**src/ecc_pkg.sv**
```systemverilog
package ecc_pkg;

    localparam int ECC_DATA_WIDTH   = 96;
    localparam int ECC_PARITY_WIDTH = 8;

    typedef logic [ECC_DATA_WIDTH-1:0]   ecc_data_t;   // data word, also the flip mask
    typedef logic [ECC_PARITY_WIDTH-1:0] ecc_parity_t; // check word or syndrome

    typedef struct packed {
        logic dbit_err; // uncorrectable, two or more bits
        logic sbit_err; // one bit, data or check
    } ecc_status_t;

    localparam ecc_parity_t ECC_NO_SYNDROME = '0;

    // check column of each data bit, entry k belongs to data bit k
    // bit j of an entry set means the data bit feeds check bit j
    // every column has odd weight of three or more, so a double error never aliases
    localparam ecc_parity_t ECC_H_COLUMNS [ECC_DATA_WIDTH] = '{
        8'b10000011, // d0
        8'b10000101,
        8'b10000110,
        8'b00000111,
        8'b10001001,
        8'b10001010,
        8'b00001011,
        8'b10001100,
        8'b00001101,
        8'b00001110,
        8'b10001111,
        8'b10010001,
        8'b10010010,
        8'b00010011,
        8'b10010100,
        8'b00010101,
        8'b00010110, // d16
        8'b10010111,
        8'b10011000,
        8'b00011001,
        8'b00011010,
        8'b10011011,
        8'b00011100,
        8'b10011101,
        8'b10011110,
        8'b00011111,
        8'b10100001,
        8'b10100010,
        8'b00100011,
        8'b10100100,
        8'b00100101,
        8'b00100110,
        8'b10100111, // d32
        8'b10101000,
        8'b00101001,
        8'b00101010,
        8'b10101011,
        8'b00101100,
        8'b10101101,
        8'b10101110,
        8'b00101111,
        8'b10110000,
        8'b00110001,
        8'b00110010,
        8'b10110011,
        8'b00110100,
        8'b10110101,
        8'b10110110,
        8'b00110111, // d48
        8'b00111000,
        8'b10111001,
        8'b10111010,
        8'b00111011,
        8'b10111100,
        8'b00111101,
        8'b00111110,
        8'b10111111,
        8'b11000001,
        8'b11000010,
        8'b01000011,
        8'b11000100,
        8'b01000101,
        8'b01000110,
        8'b11000111,
        8'b11001000, // d64
        8'b01001001,
        8'b01001010,
        8'b11001011,
        8'b01001100,
        8'b11001101,
        8'b11001110,
        8'b01001111,
        8'b11010000,
        8'b01010001,
        8'b01010010,
        8'b11010011,
        8'b01010100,
        8'b11010101,
        8'b11010110,
        8'b01010111,
        8'b01011000, // d80
        8'b11011001,
        8'b11011010,
        8'b01011011,
        8'b11011100,
        8'b01011101,
        8'b01011110,
        8'b11011111,
        8'b11100000,
        8'b01100001,
        8'b01100010,
        8'b11100011,
        8'b01100100,
        8'b11100101,
        8'b11100110,
        8'b01100111  // d95
    };

endpackage

```
**src/ecc_encoder.sv**
```systemverilog
`timescale 1ns/1ns

module ecc_encoder (
    input  ecc_pkg::ecc_data_t   data,
    output ecc_pkg::ecc_parity_t parity
);

    // row j of the check matrix, picked out of the column table
    function automatic ecc_pkg::ecc_data_t row_select(input int j);
        ecc_pkg::ecc_data_t sel;
        sel = '0;
        for (int k = 0; k < ecc_pkg::ECC_DATA_WIDTH; k++) begin
            sel[k] = ecc_pkg::ECC_H_COLUMNS[k][j];
        end
        return sel;
    endfunction

    genvar j;
    generate
        for (j = 0; j < ecc_pkg::ECC_PARITY_WIDTH; j++) begin : g_check
            localparam ecc_pkg::ecc_data_t ROW_SEL = row_select(j);

            // even parity over the data bits feeding this check bit
            assign parity[j] = ^(data & ROW_SEL);
        end
    endgenerate

endmodule

```
**src/ecc_syndrome_decoder.sv**
```systemverilog
`timescale 1ns/1ns

module ecc_syndrome_decoder (
    input  ecc_pkg::ecc_parity_t syndrome,
    output ecc_pkg::ecc_data_t   mask,
    output ecc_pkg::ecc_status_t status
);

    ecc_pkg::ecc_parity_t syn_low;
    logic                 col_hit;
    logic                 par_hit;
    logic                 syn_zero;

    // one comparator per data bit, columns are distinct so at most one fires
    genvar k;
    generate
        for (k = 0; k < ecc_pkg::ECC_DATA_WIDTH; k++) begin : g_mask
            assign mask[k] = (syndrome == ecc_pkg::ECC_H_COLUMNS[k]);
        end
    endgenerate

    assign syn_zero = (syndrome == ecc_pkg::ECC_NO_SYNDROME);
    assign col_hit  = |mask;

    // a lone syndrome bit points at a flipped check bit, nothing to fix in data
    assign syn_low = syndrome - 8'd1;
    assign par_hit = !syn_zero && ((syndrome & syn_low) == ecc_pkg::ECC_NO_SYNDROME);

    always_comb begin
        status = '0;
        if (!syn_zero) begin
            if (col_hit || par_hit) begin
                status.sbit_err = 1'b1;
            end else begin
                // even weight or unused odd code
                status.dbit_err = 1'b1;
            end
        end
    end

endmodule

```
**src/ecc_96_cal.sv**
```systemverilog
`timescale 1ns/1ns

module ecc_96_cal (
    input  ecc_pkg::ecc_data_t   data_in,
    input  ecc_pkg::ecc_parity_t parity_in,
    input  logic                 bypass,
    output ecc_pkg::ecc_data_t   data_out,
    output ecc_pkg::ecc_parity_t parity_out,
    output ecc_pkg::ecc_data_t   mask,
    output ecc_pkg::ecc_status_t status
);

    ecc_pkg::ecc_parity_t syndrome;
    ecc_pkg::ecc_status_t raw_status;

    // check bits of the word as received
    ecc_encoder u_encoder (
        .data   (data_in),
        .parity (parity_out)
    );

    assign syndrome = parity_in ^ parity_out; // zero when the stored parity agrees

    ecc_syndrome_decoder u_decoder (
        .syndrome (syndrome),
        .mask     (mask),
        .status   (raw_status)
    );

    // bypass hands the word through untouched and hides the flags
    // mask stays visible either way
    assign data_out = bypass ? data_in : (data_in ^ mask);
    assign status   = bypass ? '0 : raw_status;

endmodule

```
**config.mk**
```make
export PLATFORM = sky130hd
export DESIGN_NAME = ecc_96_cal
export DESIGN_NICKNAME = d
export VERILOG_FILES = /design/src/ecc_pkg.sv /design/src/ecc_encoder.sv /design/src/ecc_syndrome_decoder.sv /design/src/ecc_96_cal.sv
export SDC_FILE = /design/constraint.sdc
export NUM_CORES = 1
export LEC_CHECK = 0
export BUFFER_PORTS_ARGS = -buffer_cell sky130_fd_sc_hd__buf_2
export CAP_MARGIN = 0
export CORE_MARGIN = 8
export CORE_UTILIZATION = 30
export DETAILED_ROUTE_END_ITERATION = 7
export PLACE_DENSITY = 0.66
export SYNTH_ARGS = -nofsm -noshare
export SYNTH_HDL_FRONTEND = slang
export SYNTH_SLANG_ARGS = --single-unit
```
**constraint.sdc**
```tcl
create_clock -name vclk -period 5.7
set_input_delay 0.57 -clock vclk [all_inputs]
set_output_delay 0.57 -clock vclk [all_outputs]
set_load 0.01 [all_outputs]
```
# Word-level counts from Yosys, hierarchy flattened
# Cells that the tools add are included.
# op_classes
add_sub_neg	1
eq_ne	96
mux	5
bitwise_logic	3
n_reduce_logical	14
# op_table
cell	n
$reduce_xor 96->1	8
$eq 8x8->1 const B	51
$eq 8x7->1 const B	19
$eq 8x6->1 const B	15
$mux 96	1
$reduce_or 96->1	1
$xor 96x96->96	1
$eq 8x5->1 const B	7
$eq 8x4->1 const B	3
$logic_not 8->1	2
$and 8x8->8	1
$eq 8x3->1 const B	1
$sub 8x1->8 const B	1
$xor 8x8->8	1
$mux 2	2
$mux 1	2
$logic_and 1x1->1	1
$logic_not 1->1	1
$logic_or 1x1->1	1
# totals
ff_bits	0
inputBits	105
out_inout_bits	202
elab_cells	119

# Longest topological paths before layout
# logic_depth
ltp_word	10
mapped_depth	14
mapped_depth_nobuf	12

# Cells and area by module
# Synthesis repeated with hierarchy kept, for this count alone.
# unflattened
cells_unflattened	673
hier_area_um2	5203.7
# by_module_without_submodules
module	n_inst	cells_per_inst	area_each_um2	seq_area_each_um2
ecc_encoder	1	183	1898.1	0.0
ecc_syndrome_decoder	1	278	1725.4	0.0
ecc_96_cal	1	212	1580.3	0.0

# Worst setup path before layout
# Ideal clock, no wire load.
# synth_path
path_kind	input port to output port
start	input data_in[23]
end	output status[0] in the netlist's numbering
arrival_ns	4.197
t_required_ns	5.130
path_slack_ns	0.933
stages	11
path_buffers	1
path_cell_list	xnor3_1 > xnor3_1 > xnor3_1 > xnor3_2 > xor3_1 > buf_6 > nor3_1 > nor4b_1 > or3_1 > nor4_2 > a311oi_1
# synth_lines
item	line	source
start: declaration	ecc_96_cal.sv:4	input ecc_pkg::ecc_data_t data_in,
end: declaration	ecc_96_cal.sv:10	output ecc_pkg::ecc_status_t status

==> results list <==
- Run status: complete, no violations
- Initial Util: 30.7%
- The share of the Yosys chip area taken by registers is 0%.
- Detailed placement ended at an HPWL of 24.6 mm.
- Grt ovf: 0
- GRT Overall Usage: 26.2%
* Area used by sequential logic in the layout: 0 sq um
* Number of distinct standard cells referenced by the synthesized netlist: 48
* Count of pins over their slew limit: 0
- The signal on the critical path passes through buf_2 > xnor3_1 > xnor3_1 > xnor3_1 > xnor3_2 > xor3_1 > xnor2_1 > a222oi_1 > o22ai_1 > nor4_1 > nand4_1 > nor4_2 > and4_1 > buf_2.
- F_max: 0.185 GHz
* CP bufs+invs: 2
- Highest cell delay on the worst timing path: 0.50 ns
* Max-Cap Viols: 0
* Utilization after layout: 43.0%
* DRC viols: 0
* Die span in x: 146 microns
- In this run the worst path has a maximum fanout of 7.
- The worst setup path is captured at an output port.
* Relative slew slack: 48.5%
- Period minus WS final: 5.41 ns
- Seq Cell Count: 0
- The first global-routing pass estimated 43.0 mm of wire.
- In the global route stage, met1 resource usage came out at 34.1%.
- The global routing stage identified its most utilized layer as met2.
* Gates resized, CTS repair: 0
* Synthesis warning total: 0
- Layout cell share with drive strength beyond 1: 37.9%
* Detailed-router iteration count before antenna repair: 5
* Antenna violations before repair: 0
- Worst slew pin tran: 0.752 ns
- Ratio of routed vias to standard cells: 5.14
- Summing all placed instances gives a cell area of 7130 sq um.
- Averaged over all synthesized cells, the footprint is 7.33 sq um.
- Routability-driven placement finished with a final weighted congestion of 0.943.
- The count of buffers added on input and output ports is 307.
- Data arrival time of the critical path: 4.84 ns
- Count of routing violations after the opening detailed-route iteration: 539
- Hold is met by 1.44 ns.
* Maximum number of pins on one net before global-route repair: 54
* Number of clock-tree buffers in the layout: 0
* Total I/O pin count: 307
* Count of antenna-violating nets left after detailed routing: 0
- Once layout is done, the placed cells without fillers occupy 7140 sq um.
- Overall die height: 146 microns
- Setup repair after global routing left no endpoint under its margin.
- In the layout the commonest cells are sky130_fd_sc_hd__buf_2 (307), sky130_fd_sc_hd__nor2_1 (165), sky130_fd_sc_hd__xnor2_1 (146).
* Setup TNS: 0 ns
* Worst Setup Start Kind: input pin
- Among cell families on the critical path, the largest total delay comes from XOR/XNOR gates.
- Synthesized cell area: 5090 sq um
- After clock tree synthesis, the setup repair step added 0 buffers.
- Layout filler cell count: 1785
* Met2 Usage GRT: 44.9%
- Final wirelength: 29.6 mm
* Vias after detailed routing: 6348
- Post-detailed-route wirelength per cell: 24.0 microns
- The min-delay analysis places its worst path in the category in2out.
* Number of buffers inserted for hold repair after clock tree synthesis: 0
- The hold violation total from the final report is 0.
- Required arrival time at the worst endpoint: 5.13 ns
- Site row count: 47
* Slowest-stage cell, CP: sky130_fd_sc_hd__xnor3_2
- Global routing used 4.64% of the available met3 tracks.
- Core footprint: 16600 sq um
* Vias in the first global route: 6499
- Most common cell after layout, fill and taps aside: sky130_fd_sc_hd__buf_2
* Nets in the synthesized netlist: 800
- The die covers 21400 sq um.
* Multi-input gate area in the final layout: 4900 sq um
- The worst setup path is of the in2out kind.
- From synthesis to final layout, the design area changed by 40.1%.
* Number of nets in the layout: 1121
- Final setup violation count: 0
- The cell that appears most often on the critical path is sky130_fd_sc_hd__xnor3_1.
- The final critical path takes up 94.9% of the cycle.
- Synthesis produced 695 cells.
==> path summary, 6_finish.rpt <==
check	slack, ns	from	cells after the start	endpoint
worst max-delay path	0.29	data_in[23]	14	status[1]
worst min-delay path	1.44	data_in[0]	3	data_out[0]
==> Yosys cell counts, types with 2 or more instances <==
master	instances	share of area (%)
sky130_fd_sc_hd__a2111oi_0	2	0.34
sky130_fd_sc_hd__a211oi_1	3	0.44
sky130_fd_sc_hd__a21oi_1	11	1.1
sky130_fd_sc_hd__and2_1	4	0.49
sky130_fd_sc_hd__buf_2	9	0.88
sky130_fd_sc_hd__clkbuf_1	31	2.3
sky130_fd_sc_hd__inv_1	2	0.15
sky130_fd_sc_hd__mux2_2	3	0.66
sky130_fd_sc_hd__mux2i_1	4	0.79
sky130_fd_sc_hd__nand2_1	35	2.6
sky130_fd_sc_hd__nand2b_1	5	0.61
sky130_fd_sc_hd__nand3_1	15	1.5
sky130_fd_sc_hd__nand4_1	5	0.61
sky130_fd_sc_hd__nor2_1	165	12
sky130_fd_sc_hd__nor3_1	47	4.6
sky130_fd_sc_hd__nor4_1	5	0.61
sky130_fd_sc_hd__o211a_1	2	0.39
sky130_fd_sc_hd__o21ai_0	7	0.69
sky130_fd_sc_hd__o22ai_1	2	0.25
sky130_fd_sc_hd__o32ai_1	2	0.34
sky130_fd_sc_hd__or2_2	6	0.74
sky130_fd_sc_hd__or3_1	6	0.74
sky130_fd_sc_hd__xnor2_1	146	25
sky130_fd_sc_hd__xnor2_2	2	0.64
sky130_fd_sc_hd__xnor3_1	28	12
sky130_fd_sc_hd__xnor3_2	3	1.4
sky130_fd_sc_hd__xor2_1	118	20
sky130_fd_sc_hd__xor2_2	2	0.64
sky130_fd_sc_hd__xor3_1	6	2.8
==> worst min-delay path: cells and delay by family <==
kind                      cells  cell delay, ns
xor gates and xnor gates      1            0.06
buffers and inverters         2            0.23
==> kinds of logic (layout without fill, tap and decap cells) <==
logic type | Yosys count | count (layout) | share of synthesized area [%]
buf+inv | 45 | 364 | 3.76
simple gates | 299 | 299 | 25.8
other cells | 0 | 1 | 0
xor+xnor | 305 | 305 | 63.3
mux | 7 | 7 | 1.45
compound gates | 39 | 39 | 5.72
==> routing by layer <==
layer	vias to the layer above	share of wire [%]	wire length (microns)
li1	2908	-	-
met1	3003	42	12500
met2	398	47	13900
met3	39	9.0	2680
met4	0	1.9	554
met5	-	0	0
==> metrics by stage <==
| stage | setup WS, ns | cells |
|---|---|---|
| finish | 0.288 | 1235 |
| global route | 0.111 | 1234 |
| CTS | 0.321 | 1234 |
| detailed placement | 0.351 | 1234 |
| global placement | 0.422 | 1234 |
| floorplan | 0.933 | 695 |
==> layout make-up <==
cell class                      count  area share [%]
Timing Repair Buffer              362            27.3
Antenna cell                        1          0.0351
Tap cell                          220            3.86
Inverter                            2           0.105
Multi-Input combinational cell    650            68.7
Power is not shown: default switching activity piles up to over one toggle a cycle in this logic, so the estimate is an artifact.
